`src/source/pio_dma_tx_cfg.svh`:
```
/*
  pio dma tx engine configuration
  stream widths and packet field widths shared by the design
*/
`ifndef PIO_DMA_TX_CFG_SVH
`define PIO_DMA_TX_CFG_SVH

`define DATA_W      64     // stream width towards the core
`define KEEP_W      8      // one enable per byte
`define REQ_ADDR_W  13     // byte address of a captured read
`define RD_ADDR_W   11     // dw address into read memory
`define LEN_W       10     // packet length in dw

// tag carried by every dma memory write
`define MWR_TAG     8'h0F

`endif
```
`src/source/tx_bus_pkg.sv`:
```
/*
  outgoing stream package
  one beat of the 64-bit transmit stream and its keep patterns
*/
`default_nettype none

`include "pio_dma_tx_cfg.svh"

package tx_bus_pkg;

  typedef struct packed {
    logic [`DATA_W-1:0] data;
    logic [`KEEP_W-1:0] keep;
    logic               last;
  } tx_beat_t;

  localparam logic [`KEEP_W-1:0] KEEP_ALL = 8'hFF;
  localparam logic [`KEEP_W-1:0] KEEP_LO  = 8'h0F;  // lower dw only

endpackage

`default_nettype wire

```
`src/source/tlp_pkg.sv`:
```
/*
  tlp package
  format/type codes of the transmitted packets and the
  completion request as captured from the receive side
*/
`default_nettype none

`include "pio_dma_tx_cfg.svh"

package tlp_pkg;

  // {fmt[1:0], type[4:0]}
  typedef enum logic [6:0] {
    FT_CPLD = 7'b10_01010,  // completion with data
    FT_CPL  = 7'b00_01010,  // completion without data
    FT_MWR  = 7'b10_00000   // 32-bit address memory write
  } fmt_type_e;

  typedef struct packed {
    logic [2:0]             tc;
    logic                   td;
    logic                   ep;
    logic [1:0]             attr;
    logic [`LEN_W-1:0]      len;
    logic [15:0]            rid;
    logic [7:0]             tag;
    logic [7:0]             be;         // {last be, first be}
    logic [`REQ_ADDR_W-1:0] addr;
    logic                   with_data;
  } cpl_req_t;

endpackage

`default_nettype wire

```
`src/source/tx_beat_if.sv`:
```
/*
  builder to arbiter beat channel
  the builder offers beats only while granted, the arbiter
  passes the stream ready back to the granted side
*/
`default_nettype none

interface tx_beat_if;
  import tx_bus_pkg::*;

  tx_beat_t beat;
  logic     valid;
  logic     ready;
  logic     grant;
  logic     pkt_pending;  // packet waiting or in flight

  modport builder (
    output beat,
    output valid,
    output pkt_pending,
    input  ready,
    input  grant
  );

  modport arbiter (
    input  beat,
    input  valid,
    input  pkt_pending,
    output ready,
    output grant
  );

endinterface

`default_nettype wire

```
`src/source/pio_dma_tx_engine.sv`:
```
/*
  pio dma transmit engine
  completion and dma write builders sharing the 64-bit
  transmit stream through a packet arbiter
*/
`default_nettype none

`include "pio_dma_tx_cfg.svh"

module pio_dma_tx_engine (
  input  wire                   clk,
  input  wire                   rst_n,

  input  wire                   s_axis_tx_tready,
  output logic [`DATA_W-1:0]    s_axis_tx_tdata,
  output logic [`KEEP_W-1:0]    s_axis_tx_tkeep,
  output logic                  s_axis_tx_tlast,
  output logic                  s_axis_tx_tvalid,

  input  wire                   req_compl,
  input  wire                   req_compl_wd,
  output logic                  compl_done,
  input  wire [2:0]             req_tc,
  input  wire                   req_td,
  input  wire                   req_ep,
  input  wire [1:0]             req_attr,
  input  wire [`LEN_W-1:0]      req_len,
  input  wire [15:0]            req_rid,
  input  wire [7:0]             req_tag,
  input  wire [7:0]             req_be,
  input  wire [`REQ_ADDR_W-1:0] req_addr,
  output logic [`RD_ADDR_W-1:0] rd_addr,   // to read memory
  output logic [3:0]            rd_be,
  input  wire [31:0]            rd_data,
  input  wire [15:0]            completer_id,

  input  wire [63:0]            dma_data,
  input  wire [31:0]            dma_host_addr,
  input  wire                   dma_start_wr,
  input  wire [`LEN_W-1:0]      dma_payload_size,
  output logic                  dma_data_taken,
  output logic                  dma_wr_done
);

  tx_beat_if cpl_if ();
  tx_beat_if mwr_if ();

  cpl_builder u_cpl_builder (
    .clk          (clk),
    .rst_n        (rst_n),
    .req_compl    (req_compl),
    .req_compl_wd (req_compl_wd),
    .req_tc       (req_tc),
    .req_td       (req_td),
    .req_ep       (req_ep),
    .req_attr     (req_attr),
    .req_len      (req_len),
    .req_rid      (req_rid),
    .req_tag      (req_tag),
    .req_be       (req_be),
    .req_addr     (req_addr),
    .completer_id (completer_id),
    .rd_data      (rd_data),
    .rd_addr      (rd_addr),
    .rd_be        (rd_be),
    .compl_done   (compl_done),
    .bus          (cpl_if.builder)
  );

  mwr_builder u_mwr_builder (
    .clk              (clk),
    .rst_n            (rst_n),
    .completer_id     (completer_id),
    .dma_start_wr     (dma_start_wr),
    .dma_host_addr    (dma_host_addr),
    .dma_payload_size (dma_payload_size),
    .dma_data         (dma_data),
    .dma_data_taken   (dma_data_taken),
    .dma_wr_done      (dma_wr_done),
    .bus              (mwr_if.builder)
  );

  tx_arbiter u_tx_arbiter (
    .clk     (clk),
    .rst_n   (rst_n),
    .tready  (s_axis_tx_tready),
    .tdata   (s_axis_tx_tdata),
    .tkeep   (s_axis_tx_tkeep),
    .tlast   (s_axis_tx_tlast),
    .tvalid  (s_axis_tx_tvalid),
    .cpl_bus (cpl_if.arbiter),
    .mwr_bus (mwr_if.arbiter)
  );

endmodule

`default_nettype wire

```
`src/source/tx_arbiter.sv`:
```
/*
  transmit arbiter
  grants the stream to one builder for a whole packet,
  completions first, and muxes the granted beat out
*/
`default_nettype none

`include "pio_dma_tx_cfg.svh"

module tx_arbiter (
  input  wire                clk,
  input  wire                rst_n,
  input  wire                tready,
  output logic [`DATA_W-1:0] tdata,
  output logic [`KEEP_W-1:0] tkeep,
  output logic               tlast,
  output logic               tvalid,
  tx_beat_if.arbiter         cpl_bus,
  tx_beat_if.arbiter         mwr_bus
);
  import tx_bus_pkg::*;

  typedef enum logic [1:0] {OWN_NONE, OWN_CPL, OWN_MWR} owner_e;

  owner_e   owner;
  logic     grant_cpl;
  logic     grant_mwr;
  tx_beat_t sel_beat;

  // idle grant is combinational so a pending builder starts the same cycle
  assign grant_cpl = (owner == OWN_CPL) || (owner == OWN_NONE && cpl_bus.pkt_pending);
  assign grant_mwr = (owner == OWN_MWR) ||
                     (owner == OWN_NONE && !cpl_bus.pkt_pending && mwr_bus.pkt_pending);

  assign cpl_bus.grant = grant_cpl;
  assign mwr_bus.grant = grant_mwr;
  assign cpl_bus.ready = grant_cpl && tready;
  assign mwr_bus.ready = grant_mwr && tready;

  assign sel_beat = grant_mwr ? mwr_bus.beat : cpl_bus.beat;
  assign tvalid   = (grant_cpl && cpl_bus.valid) || (grant_mwr && mwr_bus.valid);
  assign tdata    = sel_beat.data;
  assign tkeep    = sel_beat.keep;
  assign tlast    = tvalid && sel_beat.last;

  always_ff @(posedge clk) begin
    if (!rst_n) begin
      owner <= OWN_NONE;
    end else if (tvalid && tready && tlast) begin
      owner <= OWN_NONE;  // packet done, rearbitrate
    end else if (grant_cpl) begin
      owner <= OWN_CPL;
    end else if (grant_mwr) begin
      owner <= OWN_MWR;
    end
  end

  grant_chk: assert property (@(posedge clk) disable iff (!rst_n)
    !(cpl_bus.valid && !cpl_bus.grant) && !(mwr_bus.valid && !mwr_bus.grant))
    else $error("builder drove valid without grant");

  // stalled beat must stay on the stream untouched
  hold_chk: assert property (@(posedge clk) disable iff (!rst_n)
    (tvalid && !tready) |=> (tvalid && $stable(tdata) && $stable(tkeep) && $stable(tlast)))
    else $error("stream beat changed while stalled");

endmodule

`default_nettype wire

```
`src/source/mwr_builder.sv`:
```
/*
  dma memory write builder
  sends header, address beat and payload of a 32-bit address
  memory write, pulling one quadword per dma_data_taken
*/
`default_nettype none

`include "pio_dma_tx_cfg.svh"

module mwr_builder (
  input  wire              clk,
  input  wire              rst_n,
  input  wire [15:0]       completer_id,
  input  wire              dma_start_wr,
  input  wire [31:0]       dma_host_addr,
  input  wire [`LEN_W-1:0] dma_payload_size,
  input  wire [63:0]       dma_data,
  output logic             dma_data_taken,
  output logic             dma_wr_done,
  tx_beat_if.builder       bus
);
  import tlp_pkg::*;
  import tx_bus_pkg::*;

  typedef enum logic [1:0] {MW_IDLE, MW_HDR, MW_ADDR, MW_DATA} mw_state_e;

  mw_state_e         state;
  logic [`LEN_W-1:0] len_q;
  logic [`LEN_W-1:0] rem;     // dw still to place after dw0
  logic [29:0]       addr_q;
  logic [31:0]       hi_q;    // upper dw of previous quadword
  logic              xfer;
  tx_beat_t          beat;

  always_comb begin
    beat = '0;
    case (state)
      MW_HDR: begin
        beat.data = {completer_id, `MWR_TAG, 4'hF, 4'hF,   // last be, first be
                     1'b0, FT_MWR, 1'b0, 3'b000, 4'b0000,
                     1'b0, 1'b0, 2'b00, 2'b00, len_q};     // td, ep, attr zero
        beat.keep = KEEP_ALL;
      end
      MW_ADDR: begin
        beat.data = {dma_data[31:0], addr_q, 2'b00};
        beat.keep = KEEP_ALL;
        beat.last = (len_q == `LEN_W'(1));
      end
      MW_DATA: begin
        beat.data = {(rem == `LEN_W'(1)) ? 32'h0 : dma_data[31:0], hi_q};
        beat.keep = (rem == `LEN_W'(1)) ? KEEP_LO : KEEP_ALL;
        beat.last = (rem <= `LEN_W'(2));
      end
      default: beat = '0;
    endcase
  end

  assign xfer = bus.valid && bus.ready;

  // a fresh quadword goes out with every beat except an even-length tail
  assign dma_data_taken = xfer && (state == MW_ADDR ||
                                   (state == MW_DATA && rem != `LEN_W'(1)));

  always_ff @(posedge clk) begin
    if (!rst_n) begin
      state       <= MW_IDLE;
      dma_wr_done <= 1'b0;
    end else begin
      dma_wr_done <= xfer && beat.last;
      case (state)
        MW_IDLE: if (dma_start_wr) state <= MW_HDR;
        MW_HDR:  if (xfer) state <= MW_ADDR;
        MW_ADDR: if (xfer) state <= beat.last ? MW_IDLE : MW_DATA;
        MW_DATA: if (xfer && beat.last) state <= MW_IDLE;
        default: state <= MW_IDLE;
      endcase
    end
  end

  always_ff @(posedge clk) begin
    if (state == MW_IDLE && dma_start_wr) begin
      len_q  <= dma_payload_size;
      addr_q <= dma_host_addr[31:2];
    end
    if (dma_data_taken) hi_q <= dma_data[63:32];
    if (xfer && state == MW_ADDR) begin
      rem <= len_q - `LEN_W'(1);
    end else if (xfer && state == MW_DATA) begin
      rem <= rem - `LEN_W'(2);
    end
  end

  assign bus.beat        = beat;
  assign bus.valid       = (state != MW_IDLE) && bus.grant;
  assign bus.pkt_pending = (state != MW_IDLE);

  size_chk: assert property (@(posedge clk) disable iff (!rst_n)
    (state == MW_IDLE && dma_start_wr) |-> dma_payload_size != '0)
    else $error("dma write started with zero payload size");

endmodule

`default_nettype wire

```
`src/source/cpl_builder.sv`:
```
/*
  completion builder
  captures a read request, presents it to the read memory and
  sends a two beat completion with or without one data dw
*/
`default_nettype none

`include "pio_dma_tx_cfg.svh"

module cpl_builder (
  input  wire                   clk,
  input  wire                   rst_n,
  input  wire                   req_compl,
  input  wire                   req_compl_wd,
  input  wire [2:0]             req_tc,
  input  wire                   req_td,
  input  wire                   req_ep,
  input  wire [1:0]             req_attr,
  input  wire [`LEN_W-1:0]      req_len,
  input  wire [15:0]            req_rid,
  input  wire [7:0]             req_tag,
  input  wire [7:0]             req_be,
  input  wire [`REQ_ADDR_W-1:0] req_addr,
  input  wire [15:0]            completer_id,
  input  wire [31:0]            rd_data,
  output logic [`RD_ADDR_W-1:0] rd_addr,
  output logic [3:0]            rd_be,
  output logic                  compl_done,
  tx_beat_if.builder            bus
);
  import tlp_pkg::*;
  import tx_bus_pkg::*;

  cpl_req_t    req_q;
  logic        busy;
  logic        beat_sel;  // 0 header, 1 data beat
  logic        xfer;
  logic [11:0] byte_count;
  logic [6:0]  lower_addr;
  fmt_type_e   fmt;
  tx_beat_t    beat;

  cpl_field_calc u_field_calc (
    .req        (req_q),
    .byte_count (byte_count),
    .lower_addr (lower_addr)
  );

  always_ff @(posedge clk) begin
    if (req_compl) begin
      req_q <= '{tc: req_tc, td: req_td, ep: req_ep, attr: req_attr,
                 len: req_len, rid: req_rid, tag: req_tag, be: req_be,
                 addr: req_addr, with_data: req_compl_wd};
    end
  end

  always_ff @(posedge clk) begin
    if (!rst_n) begin
      busy       <= 1'b0;
      beat_sel   <= 1'b0;
      compl_done <= 1'b0;
    end else begin
      compl_done <= xfer && beat_sel;
      if (req_compl) begin
        busy <= 1'b1;
      end else if (xfer && beat_sel) begin
        busy <= 1'b0;
      end
      if (xfer) beat_sel <= !beat_sel;
    end
  end

  assign rd_addr = req_q.addr[`REQ_ADDR_W-1:2];
  assign rd_be   = req_q.be[3:0];
  assign fmt     = req_q.with_data ? FT_CPLD : FT_CPL;
  assign xfer    = bus.valid && bus.ready;

  always_comb begin
    if (!beat_sel) begin
      beat.data = {completer_id, 3'b000, 1'b0, byte_count,   // status 0, bcm 0
                   1'b0, fmt, 1'b0, req_q.tc, 4'b0000,
                   req_q.td, req_q.ep, req_q.attr, 2'b00, req_q.len};
      beat.keep = KEEP_ALL;
      beat.last = 1'b0;
    end else begin
      beat.data = {rd_data, req_q.rid, req_q.tag, 1'b0, lower_addr};
      beat.keep = req_q.with_data ? KEEP_ALL : KEEP_LO;  // mask data dw
      beat.last = 1'b1;
    end
  end

  assign bus.beat        = beat;
  assign bus.valid       = busy && bus.grant;
  assign bus.pkt_pending = busy;

  // rd_data is held for the pending completion, a second request would lose it
  busy_req_chk: assert property (@(posedge clk) disable iff (!rst_n)
    req_compl |-> !busy)
    else $error("completion request while previous completion outstanding");

endmodule

`default_nettype wire

```
`src/source/cpl_field_calc.sv`:
```
/*
  completion field calculation
  byte count and lower address from the byte enables, length
  and address of a captured read request
*/
`default_nettype none

module cpl_field_calc (
  input  wire tlp_pkg::cpl_req_t req,
  output logic [11:0]            byte_count,
  output logic [6:0]             lower_addr
);

  logic [3:0] fbe;
  logic [3:0] lbe;

  // index of the lowest set enable, 0 when none set
  function automatic logic [1:0] low_idx(input logic [3:0] be);
    logic [1:0] idx;
    idx = 2'd0;
    for (int i = 3; i >= 0; i--) begin
      if (be[i]) idx = 2'(i);
    end
    return idx;
  endfunction

  // index of the highest set enable
  function automatic logic [1:0] high_idx(input logic [3:0] be);
    logic [1:0] idx;
    idx = 2'd0;
    for (int i = 0; i < 4; i++) begin
      if (be[i]) idx = 2'(i);
    end
    return idx;
  endfunction

  assign fbe = req.be[3:0];
  assign lbe = req.be[7:4];

  always_comb begin
    if (lbe == 4'h0) begin
      // single dw request
      if (fbe == 4'h0) begin
        byte_count = 12'd1;
      end else begin
        byte_count = 12'(high_idx(fbe) - low_idx(fbe)) + 12'd1;
      end
    end else begin
      byte_count = {req.len, 2'b00}
                 - 12'(low_idx(fbe))                 // skipped bytes in first dw
                 - 12'(2'd3 - high_idx(lbe));        // skipped bytes in last dw
    end
  end

  assign lower_addr = req.with_data ? {req.addr[6:2], low_idx(fbe)} : 7'd0;

endmodule

`default_nettype wire

```
`config.mk`:
```
export PLATFORM = sky130hd
export DESIGN_NAME = pio_dma_tx_engine
export DESIGN_NICKNAME = d
export VERILOG_FILES = /design/src/source/tx_bus_pkg.sv /design/src/source/tlp_pkg.sv /design/src/source/tx_beat_if.sv /design/src/source/pio_dma_tx_engine.sv /design/src/source/tx_arbiter.sv /design/src/source/mwr_builder.sv /design/src/source/cpl_builder.sv /design/src/source/cpl_field_calc.sv
export VERILOG_INCLUDE_DIRS = /design/src /design/src/source
export SDC_FILE = /design/constraint.sdc
export NUM_CORES = 1
export LEC_CHECK = 0
export ABC_AREA = 0
export CORE_AREA = 2 2 123 125
export DETAILED_ROUTE_END_ITERATION = 10
export DIE_AREA = 0 0 125 127
export DONT_BUFFER_PORTS = 1
export PLACE_DENSITY = 0.84
export SKIP_LAST_GASP = 1
export SYNTH_ARGS = -nofsm -noshare
export SYNTH_HDL_FRONTEND = slang
export SYNTH_HIERARCHICAL = 1
export SYNTH_SLANG_ARGS = --single-unit
```
`constraint.sdc`:
```
create_clock -name clk -period 5.2 [get_ports clk]
set_input_delay 0.26 -clock clk [delete_from_list [all_inputs] [get_ports clk]]
set_output_delay 0.26 -clock clk [all_outputs]
set_load 0.01 [all_outputs]
```
# Word level (Yosys, flattened, before mapping)
# Cells that the tools add are included.
# classes
mux	39
eq_ne	12
order_cmp	1
addsub	7
reduce_logical	38
bitwise	1
# ops
operator	count
$pmux W72 S3	1
$mux W73	2
$mux W2	19
$mux W32	1
$mux W12	2
$logic_and A1 B1 Y1	21
$eq A10 B1 Y1 const B	2
$mux W10	2
$mux W8	2
$mux W7	2
$sub A12 B12 Y12	1
$sub A12 B2 Y12	1
$le A10 B2 Y1 const B	1
$ne A10 B1 Y1 const B	1
$sub A10 B1 Y10 const B	1
$sub A10 B2 Y10 const B	1
$logic_not A4 Y1	2
$pmux W2 S4	1
$reduce_bool A2 Y1	4
$eq A2 B2 Y1 const B	3
$mux W1	6
$add A3 B2 Y4 const B	1
$eq A2 B1 Y1 const B	2
$logic_not A2 Y1	2
11 further kinds	17
# word_totals
input_bits	222
word_cells	119
ff_bits	153
out_inout_bits	92

# Longest topological paths before layout
# Gate-level depths: netlist (run 1).
# depth
word_depth	15
depth_mapped	15
mapped_depth_nobuf	15

# By module
# Netlist (run 1), hierarchy kept.
# modules_own_cells
mod	n_inst	area_each_um2	cells_per_inst
mwr_builder	1	4033.9	292
cpl_builder	1	3078.0	172
tx_arbiter	1	1047.3	251
cpl_field_calc	1	569.3	77

# Least setup slack after synthesis (run 1)
# Ideal clock, no wire load.
# synth_timing
path_kind	register to register
from	register u_mwr_builder.state[1]
to	register u_mwr_builder.hi_q[0], enable pin
required_ps	4773
t_arrival_ps	3247
stages_incl_launch_ff	11
synth_period_minus_slack_ps	3674
n_path_buf	3
path_slack_ps	1526
cell_sequence	dfxtp_1 > buf_1 > nor2_1 > inv_1 > nor2b_2 > o21bai_4 > buf_2 > buf_2 > nor2_1 > nand3_1 > nor2_1
# synth_via
elab_chain_cells	6
# synth_lines
item	line_no	rtl
start: declaration	mwr_builder.sv:27	mw_state_e state;
start signal: assignment	mwr_builder.sv:73	MW_ADDR: if (xfer) state <= beat.last ? MW_IDLE : MW_DATA;
$reduce_bool A2 Y1	mwr_builder.sv:95	assign bus.pkt_pending = (state != MW_IDLE);
net mwr_if.pkt_pending	tx_beat_if.sv:15	logic pkt_pending;
$logic_and A1 B1 Y1	tx_arbiter.sv:33	(owner == OWN_NONE && !cpl_bus.pkt_pending && mwr_bus.pkt_pending);
$logic_or A1 B1 Y1	tx_arbiter.sv:32	assign grant_mwr = (owner == OWN_MWR) ||
$logic_and A1 B1 Y1	tx_arbiter.sv:38	assign mwr_bus.ready = grant_mwr && tready;
net mwr_if.ready	tx_beat_if.sv:13	logic ready;
$logic_and A1 B1 Y1	mwr_builder.sv:58	assign xfer = bus.valid && bus.ready;
$logic_and A1 B1 Y1	mwr_builder.sv:61	assign dma_data_taken = xfer && (state == MW_ADDR ||
net dma_data_taken	pio_dma_tx_engine.sv:41	output logic dma_data_taken,
end signal: assignment	mwr_builder.sv:85	if (dma_data_taken) hi_q <= dma_data[63:32];
end: declaration	mwr_builder.sv:31	logic [31:0] hi_q;
# The timed path passes the listed nets, and every way through them passes these cells.
# A chain may end at the register's enable or synchronous reset.

==> flow_summary.json, run 1 <==
{
  "status": "finished clean",
  "synthToLayoutAreaGrowth_pct": 21.3,
  "fin_cells": 1082,
  "grt.overflow.total": 0,
  "worstPathArrival_ns": 3.61,
  "clock_skew_ns": 0.0104,
  "place_inst": 911,
  "core_um2": 14400,
  "vias_per_cell": 6.05,
  "critical_path.startpoint": "u_cpl_builder/rd_be[3]$_DFFE_PP_",
  "fillers": 871,
  "cpMaxStageDelayCell": "edfxtp_1",
  "grt_max_degree": 77,
  "via_count": 6551,
  "drv_cap": 0,
  "clkSinkCount": 151,
  "routedWlPerCell_um": 24.3,
  "rrSetupSlack_ns": 1.64,
  "drive_above_1_share_pct": 12.7,
  "rr_endpoint": "u_tx_arbiter/owner[0]$_SDFFE_PP0P_",
  "finalSetupViolCount": 0,
  "antenna_found_initial": 2,
  "rr_startpoint": "u_mwr_builder/state[0]$_SDFFE_PN0P_",
  "drt_iter0_drc": 621,
  "layout.nets": 1116,
  "placementRows": 44,
  "critPathMaxFanout": 4,
  "syn_area_per_cell_um2": 11.0,
  "crit_family": "simple AND/OR/NAND/NOR gates",
  "clock_latency_ns": 0.42,
  "slew_headroom_pct": 25.6,
  "hold_violations": 0,
  "post-route-min-period_ns": 3.87,
  "p_leak_nw": 4.24,
  "drt-total-wl_um": 26300,
  "required_ns": 4.94,
  "max_freq_mhz": 258,
  "dpl-instance-area_um2": 8480,
  "crit_buf_inv": 2,
  "num_io_pins": 314,
  "port_buffers": 0,
  "syn_area_um2": 8670,
  "track_usage_pct": 32.4,
  "cp_cell_sequence": "or2_4 -> nor3b_1 -> ha_1 -> inv_1 -> ha_1 -> inv_1 -> fa_1 -> nor2b_2 -> nor2b_1 -> xnor2_1 -> o21ai_0 -> mux2_4 -> nand2_1 -> nand2_1",
  "die_area_um2": 15900,
  "post_cts_buffers": 0,
  "place_hpwl_um": 15300,
  "tightestPinTransition_ns": 1.12,
  "hold_path_class": "in2reg",
  "fp.dieW_um": 125,
  "ir_worst_vdd_mv": 0.255,
  "numCtsBuffers": 17,
  "drv_slew": 0,
  "drtAntennaViolNets": 0,
  "slowest_delay_ns": 0.48,
  "fin_tns_setup_ns": 0,
  "start_kind": "flip-flop",
  "path_clk_slew_ns": 0.07,
  "cts_htree_levels": 4,
  "cp-end-kind": "output port",
  "crit_type": "reg2out",
  "synth_warnings": 6,
  "cts_root_buf": "clkbuf_16",
  "syn_inst": 790,
  "gp_congestion": 0.928,
  "die_h_um": 127,
  "start_util_pct": 60.1,
  "grt_pass1_wl_um": 38700,
  "rsz0062_at_grt": "false",
  "power.density_nw_per_um2": 318,
  "reg2reg_depth": 11,
  "drt_first_pass_iters": 6,
  "clockBufferDepth": 2,
  "fin_util_pct": 72.9,
  "drc": 0,
  "final_area_um2": 10500,
  "grt_pass1_vias": 6706,
  "cts_tree": "done",
  "cp.depth": 14,
  "post-route-period-util_pct": 74.4,
  "endpoint": "s_axis_tx_tdata[37]"
}
[worst min path at each step]
stage / end / startpoint / slack, ns / cells past startpoint
2_1_floorplan: u_cpl_builder/rd_addr[0]$_DFFE_PP_ / req_addr[2] / 0.36 / 0
3_3_place_gp: u_cpl_builder/req_q[31]$_DFFE_PP_ / req_rid[1] / 0.36 / 0
3_5_place_dp: u_cpl_builder/rd_addr[0]$_DFFE_PP_ / req_addr[2] / 0.36 / 0
4_1_cts: u_cpl_builder/bus.pkt_pending$_SDFFE_PN0P_ / rst_n / 0.004 / 2
5_1_grt: u_cpl_builder/bus.pkt_pending$_SDFFE_PN0P_ / rst_n / 0.002 / 2
6_report: u_cpl_builder/bus.pkt_pending$_SDFFE_PN0P_ / rst_n / 0.01 / 2
[worst register-to-register path, stage by stage, from the launching register on]
cell           delay (ns)
dfxtp_2              0.31
buf_4                0.49
nor2_1               0.21
inv_1                0.25
nor2b_2              0.23
o21bai_4             0.08
inv_2                0.06
buf_4                0.63
nor2b_1              0.22
a22o_1               0.27
a311oi_1             0.14
dlygate4sd3_1        0.57
[registers in the layout, summed over array words and instances, names as in the netlist]
register	flops
u_cpl_builder/rd_addr	11
u_mwr_builder/hi_q	32
u_cpl_builder/beat_sel	1
u_tx_arbiter/owner	2
u_cpl_builder/bus.pkt_pending	1
u_mwr_builder/rem	10
u_cpl_builder/rd_be	4
u_mwr_builder/addr_q	30
u_cpl_builder/req_q	46
u_mwr_builder/len_q	10
u_mwr_builder/state	2
u_cpl_builder/compl_done	1
u_mwr_builder/dma_wr_done	1
[area by class of cell]
cell class / instances / area, µm² / share of cell area, %
flip-flops and latches: 151 / 4460 / 42.4
inverters: 24 / 90.1 / 0.857
clock inverters: 15 / 215 / 2.05
diodes: 2 / 5.00 / 0.0476
clock buffers: 17 / 425 / 4.05
multi-input cells: 547 / 3660 / 34.8
repair buffers: 142 / 1430 / 13.6
well taps: 184 / 230 / 2.19
[where the power goes]
part	switching [W]	total, W	internal [W]
Clock	0.000563	0.00134	0.000778
Combinational	0.000305	0.000542	0.000237
Sequential	0.0000605	0.00146	0.00140
Total	0.000929	0.00335	0.00242
[cells in the final DEF (no fill, tap or decap), types with 5 or more instances in the layout]
cell / count
nand3_1: 7
a22o_1: 26
nor2b_1: 28
xnor2_1: 7
edfxtp_1: 143
mux2_2: 8
nor2_1: 22
ha_1: 9
dlygate4sd3_1: 136
inv_1: 23
clkbuf_16: 17
mux2i_1: 30
nand2_1: 229
mux2_4: 46
dfxtp_1: 6
xor2_1: 16
and2_1: 29
buf_4: 5
a21o_1: 13
a21oi_1: 10
o21ai_0: 14
[routing by layer]
layer	up-vias	global-route usage [%]	part of all wire (%)
met2	515	58.8	52
li1	2876	-	-
met3	79	8.12	9.8
met5	-	0	0
met4	0	15.5	4.7
met1	3081	35.6	34
[through the flow]
step           setup WS [ns]  power [W]  hold WS, ns
6_report                1.33    0.00335       0.0150
5_1_grt                 1.18    0.00344      0.00167
4_1_cts                 1.38    0.00329      0.00350
3_5_place_dp            1.83    0.00191        0.359
3_3_place_gp            1.96    0.00189        0.359
2_1_floorplan           1.53    0.00184        0.359
[what timing repair did]
action	CTS	global route
gates resized for setup	0	0
hold buffers	137	0
setup endpoints to repair	0	0
endpoints found under the hold margin	200	0
No activity file was read; power rests on OpenSTA's default activity.
==> run 2, diff against run 1 <==
CORE_AREA = unset   (was 2 2 123 125)
CORE_MARGIN = 2   (was unset)
CORE_UTILIZATION = 64   (was unset)
DIE_AREA = unset   (was 0 0 125 127)
PLACE_DENSITY = 0.88   (was 0.84)
clock period = 3.82 ns   (was 5.2 ns; I/O delays follow)
==> flow_summary.json, run 2 (synthesis results as in run 1) <==
{
  "status": "finished clean",
  "ir_worst_vdd_mv": 0.506,
  "numCtsBuffers": 17,
  "post_cts_buffers": 0,
  "grt_pass1_wl_um": 39500,
  "drt-total-wl_um": 27800,
  "critPathMaxFanout": 4,
  "fin_cells": 1080,
  "finalSetupViolCount": 0,
  "start_kind": "flip-flop",
  "place_hpwl_um": 15300,
  "holdWs_ns": 0.0222,
  "rr_startpoint": "u_mwr_builder/state[1]$_SDFFE_PN0P_",
  "clock_skew_ns": 0.0129,
  "core_um2": 13200,
  "rsz0062_at_grt": "false",
  "grt.overflow.total": 0,
  "drv_cap": 0,
  "cts_tree": "done",
  "port_buffers": 0,
  "rrSetupSlack_ns": 0.24,
  "top_register": "u_cpl_builder/req_q",
  "post-route-min-period_ns": 3.65,
  "cts_root_buf": "clkbuf_16",
  "place_inst": 905,
  "drt_iter0_drc": 827,
  "cp-end-kind": "output port",
  "cts_htree_levels": 4,
  "track_usage_pct": 36.7,
  "grt_pass1_vias": 6777,
  "final_common_cell": "nand2_1",
  "layout.nets": 1120,
  "top_regs": "u_cpl_builder/req_q x46, u_mwr_builder/hi_q x32, u_mwr_builder/addr_q x30",
  "largest_reg_flops": 46,
  "p_leak_nw": 4.24,
  "antenna_found_initial": 2,
  "fin_tns_setup_ns": 0,
  "power.density_nw_per_um2": 428,
  "post-route-period-util_pct": 95.6,
  "hold_violations": 0,
  "grt_max_degree": 71,
  "rr_endpoint": "u_tx_arbiter/owner[0]$_SDFFE_PP0P_",
  "vias_per_cell": 6.33,
  "slew_headroom_pct": 25.3,
  "crit_type": "reg2out",
  "required_ns": 3.63,
  "worstPathArrival_ns": 3.46,
  "min_from": "dma_start_wr",
  "whs_path_depth": 3,
  "drv_slew": 0,
  "drt_first_pass_iters": 7,
  "fp.dieW_um": 120,
  "die_area_um2": 14500,
  "final_cell_mix": "nand2_1, edfxtp_1, dlygate4sd3_1",
  "clock_latency_ns": 0.42,
  "hold_end": "u_mwr_builder/state[0]$_SDFFE_PN0P_",
  "num_io_pins": 314,
  "hold_path_class": "in2reg",
  "clkSinkCount": 151,
  "max_freq_mhz": 274,
  "reg2reg_depth": 10,
  "start_util_pct": 65.5,
  "placementRows": 42,
  "drtAntennaViolNets": 0,
  "synthToLayoutAreaGrowth_pct": 21.4,
  "gp_congestion": 0.920,
  "tightestPinTransition_ns": 1.12,
  "drc": 0,
  "via_count": 6833,
  "path_clk_slew_ns": 0.07,
  "routedWlPerCell_um": 25.8,
  "die_h_um": 120,
  "clockBufferDepth": 2,
  "drive_above_1_share_pct": 13.3
}
## run 2: cell count changes in the layout (fill, tap and decap cells not counted), sizes merged
cell / change
buf: +2
clkinvlp: +2
diode: +2
bufinv: -1
inv: -1
nor2: +1
o21bai: +1
## run 2: power by group
group | total (W) | switching, W | internal, W
clock | 0.00175 | 0.000761 | 0.000991
sequential | 0.00200 | 0.0000891 | 0.00191
combinational | 0.000751 | 0.000426 | 0.000325
## run 2: cell type report
cell class / instances / area (µm²)
sequential: 151 / 4460
multi-input combinational: 549 / 3680
fill: 702 / 2720
timing repair buffer: 144 / 1440
clock buffer: 17 / 425
tap: 176 / 220
clock inverter: 15 / 191
inverter: 24 / 92.6
antenna: 4 / 10.0
## run 2: per-stage QoR
| step | worst slack (ns) | total power (W) | area, µm² | util, % |
|---|---|---|---|---|
| 3_5_place_dp | 0.561 | 0.00260 | 8480 | 64.1 |
| 6_report | 0.166 | 0.00450 | 10500 | 79.5 |
| 3_3_place_gp | 0.683 | 0.00257 | 8480 | 64.1 |
| 4_1_cts | 0.101 | 0.00441 | 10500 | 79.2 |
| 5_1_grt | 0.00757 | 0.00462 | 10500 | 79.4 |
| 2_1_floorplan | 0.146 | 0.00251 | 8680 | - |
## run 2: critical path, stage by stage, from the launching register on
cell and delay, ns:
edfxtp_1 0.48, or2_4 0.30, nor3b_2 0.18, ha_1 0.30
inv_1 0.06, ha_1 0.22, inv_1 0.07, fa_1 0.41
nor2b_2 0.20, nor2b_1 0.15, xnor2_1 0.14, o21ai_0 0.09
mux2_4 0.29, nand2_1 0.05, nand2_1 0.11
## run 2: how the worst max path moves through the flow
stage	from	end	slack, ns	cells after the start
after global routing	u_cpl_builder/rd_be[3]$_DFFE_PP_	s_axis_tx_tdata[41]	0.008	14
final	u_cpl_builder/rd_be[3]$_DFFE_PP_	s_axis_tx_tdata[37]	0.17	14
after floorplan	u_mwr_builder/state[1]$_SDFFE_PN0P_	u_mwr_builder/hi_q[0]$_DFFE_PP_	0.15	10
after CTS	u_mwr_builder/state[1]$_SDFFE_PN0P_	dma_data_taken	0.10	8
after global placement	u_cpl_builder/rd_be[2]$_DFFE_PP_	s_axis_tx_tdata[37]	0.68	14
after detailed placement	u_mwr_builder/state[1]$_SDFFE_PN0P_	dma_data_taken	0.56	8
## run 2: routing by layer
metal	track usage, %	part of all wire, %
met3	10.4	12
met5	0	0
met1	38.9	32
met2	65.1	51
met4	21.3	5.8
## run 2: repair_timing
item	in CTS	in global routing
endpoints found under the hold margin	202	0
endpoints found under the setup margin	0	7
resized for setup	0	3
hold buffers	137	0
==> run 3, diff against run 2 <==
CORE_ASPECT_RATIO = 0.8   (was unset)
==> flow_summary.json, run 3 (synthesis results as in run 1) <==
{
  "rr_endpoint": "u_tx_arbiter/owner[1]$_SDFFE_PP0N_",
  "fillers": 724,
  "grt_pass1_vias": 6655,
  "rr_startpoint": "u_mwr_builder/state[1]$_SDFFE_PN0P_",
  "antenna_found_initial": 5,
  "via_count": 6631,
  "track_usage_pct": 35.3,
  "reg2reg_depth": 10,
  "drt-total-wl_um": 26600,
  "largest_reg_flops": 46,
  "critPathMaxFanout": 4,
  "clock_skew_ns": 0.0213,
  "ir_worst_vdd_mv": 0.310,
  "post_cts_buffers": 0,
  "cts_tree": "done",
  "layout.nets": 1118,
  "die_area_um2": 14500,
  "worstPathArrival_ns": 3.46,
  "synthToLayoutAreaGrowth_pct": 20.5,
  "grt_max_degree": 74,
  "total_power_w": 0.00434,
  "slew_headroom_pct": 25.7,
  "drt_first_pass_iters": 8,
  "drc": 0,
  "grt.overflow.total": 0,
  "rrSetupSlack_ns": 0.69,
  "holdWs_ns": 0.0280,
  "cpMaxStageDelayCell": "edfxtp_1",
  "post-route-min-period_ns": 3.65,
  "fp.dieW_um": 134,
  "final_cell_mix": "nand2_1, edfxtp_1, dlygate4sd3_1",
  "place_hpwl_um": 15100,
  "crit_type": "reg2out",
  "gp_congestion": 0.901,
  "drive_above_1_share_pct": 13.0,
  "fin_tns_setup_ns": 0,
  "clockBufferDepth": 2,
  "routedWlPerCell_um": 24.6,
  "place_inst": 909,
  "hold_path_class": "in2reg",
  "critical_path.startpoint": "u_cpl_builder/rd_be[3]$_DFFE_PP_",
  "p_leak_nw": 4.22,
  "core_um2": 13400,
  "power.density_nw_per_um2": 416,
  "clock_latency_ns": 0.43,
  "regArea_um2": 4460,
  "rsz0062_at_grt": "false",
  "status": "finished clean",
  "tightestPinTransition_ns": 1.11,
  "grt_pass1_wl_um": 37700,
  "cts_htree_levels": 4,
  "cp-end-kind": "output port",
  "path_clk_slew_ns": 0.06,
  "final_common_cell": "nand2_1",
  "post-route-period-util_pct": 95.6,
  "drv_cap": 0,
  "port_buffers": 0,
  "hold_violations": 0,
  "cp_cell_sequence": "or2_4 -> nor3b_2 -> ha_1 -> inv_1 -> ha_2 -> inv_1 -> fa_1 -> nor2b_2 -> nor2b_1 -> xnor2_1 -> o21ai_0 -> mux2_4 -> nand2_1 -> nand2_1",
  "placementRows": 38,
  "cts_root_buf": "clkbuf_16",
  "slowest_delay_ns": 0.49,
  "max_freq_mhz": 274,
  "endpoint": "s_axis_tx_tdata[37]",
  "start_util_pct": 64.7,
  "numCtsBuffers": 17,
  "drtAntennaViolNets": 0,
  "drt_iter0_drc": 708,
  "top_regs": "u_cpl_builder/req_q x46, u_mwr_builder/hi_q x32, u_mwr_builder/addr_q x30",
  "vias_per_cell": 6.13,
  "clkSinkCount": 151,
  "required_ns": 3.63,
  "top_register": "u_cpl_builder/req_q",
  "finalSetupViolCount": 0,
  "die_h_um": 108,
  "fin_cells": 1082,
  "num_io_pins": 314,
  "start_kind": "flip-flop",
  "multi_input_area_um2": 3670,
  "drv_slew": 0
}
==> run 3: timing repair <==
action / 4_1_cts / 5_1_grt
hold buffers: 137 / 0
hold endpoints to repair: 202 / 0
gates resized for setup: 0 / 2
endpoints found under the setup margin: 0 / 4
==> run 3: critical path, delay by kind of cell, from the launching register on <==
| family | cells | cell delay, ns |
|---|---|---|
| muxes | 1 | 0.30 |
| adders and majority gates | 3 | 0.91 |
| and+or+nand+nor | 6 | 0.99 |
| DFF | 1 | 0.49 |
| AOI/OAI and AO/OA | 1 | 0.09 |
| buffers and inverters | 2 | 0.13 |
| xor gates and xnor gates | 1 | 0.13 |
==> run 3: report_power, final <==
group | switching (W) | internal, W | total, W
sequential | 0.0000856 | 0.00191 | 0.00200
clock | 0.000756 | 0.000850 | 0.00161
combinational | 0.000414 | 0.000324 | 0.000738
==> run 3: per-layer routing <==
metal,vias up,share of wire (%),global-route usage (%)
met4,0,5.6,20.4
met1,3155,33,37.9
met5,-,0,0
li1,2875,-,-
met3,93,10,7.83
met2,508,52,64.7
==> run 3: final cells by class <==
cell class / instances / area share (%)
Antenna cell: 4 / 0.0958
Clock buffer: 17 / 4.07
Clock inverter: 15 / 1.19
Inverter: 24 / 0.862
Multi-Input combinational cell: 547 / 35.1
Sequential cell: 151 / 42.7
Tap cell: 180 / 2.16
Timing Repair Buffer: 144 / 13.8
==> run 3: stage by stage <==
stage | utilization, % | setup slack [ns] | area, µm²
after CTS | 77.8 | 0.153 | 10400
after global routing | 77.9 | 0.00709 | 10400
final | 77.9 | 0.168 | 10400
after global placement | 63.3 | 0.694 | 8490
after detailed placement | 63.3 | 0.622 | 8490
after floorplan | - | 0.146 | 8680
==> run 3: worst min-delay path by stage <==
| stage | to | cells past startpoint | slack (ns) | startpoint |
|---|---|---|---|---|
| detailed placement | u_cpl_builder/rd_addr[3]$_DFFE_PP_ | 0 | 0.29 | req_addr[5] |
| CTS | u_cpl_builder/bus.pkt_pending$_SDFFE_PN0P_ | 2 | 0.0007 | req_compl |
| global placement | u_cpl_builder/rd_addr[7]$_DFFE_PP_ | 0 | 0.29 | req_addr[9] |
| global route | u_cpl_builder/bus.pkt_pending$_SDFFE_PN0P_ | 2 | 0.02 | req_compl |
| finish | u_mwr_builder/state[0]$_SDFFE_PN0P_ | 3 | 0.03 | dma_start_wr |
| floorplan | u_cpl_builder/rd_addr[0]$_DFFE_PP_ | 0 | 0.29 | req_addr[2] |
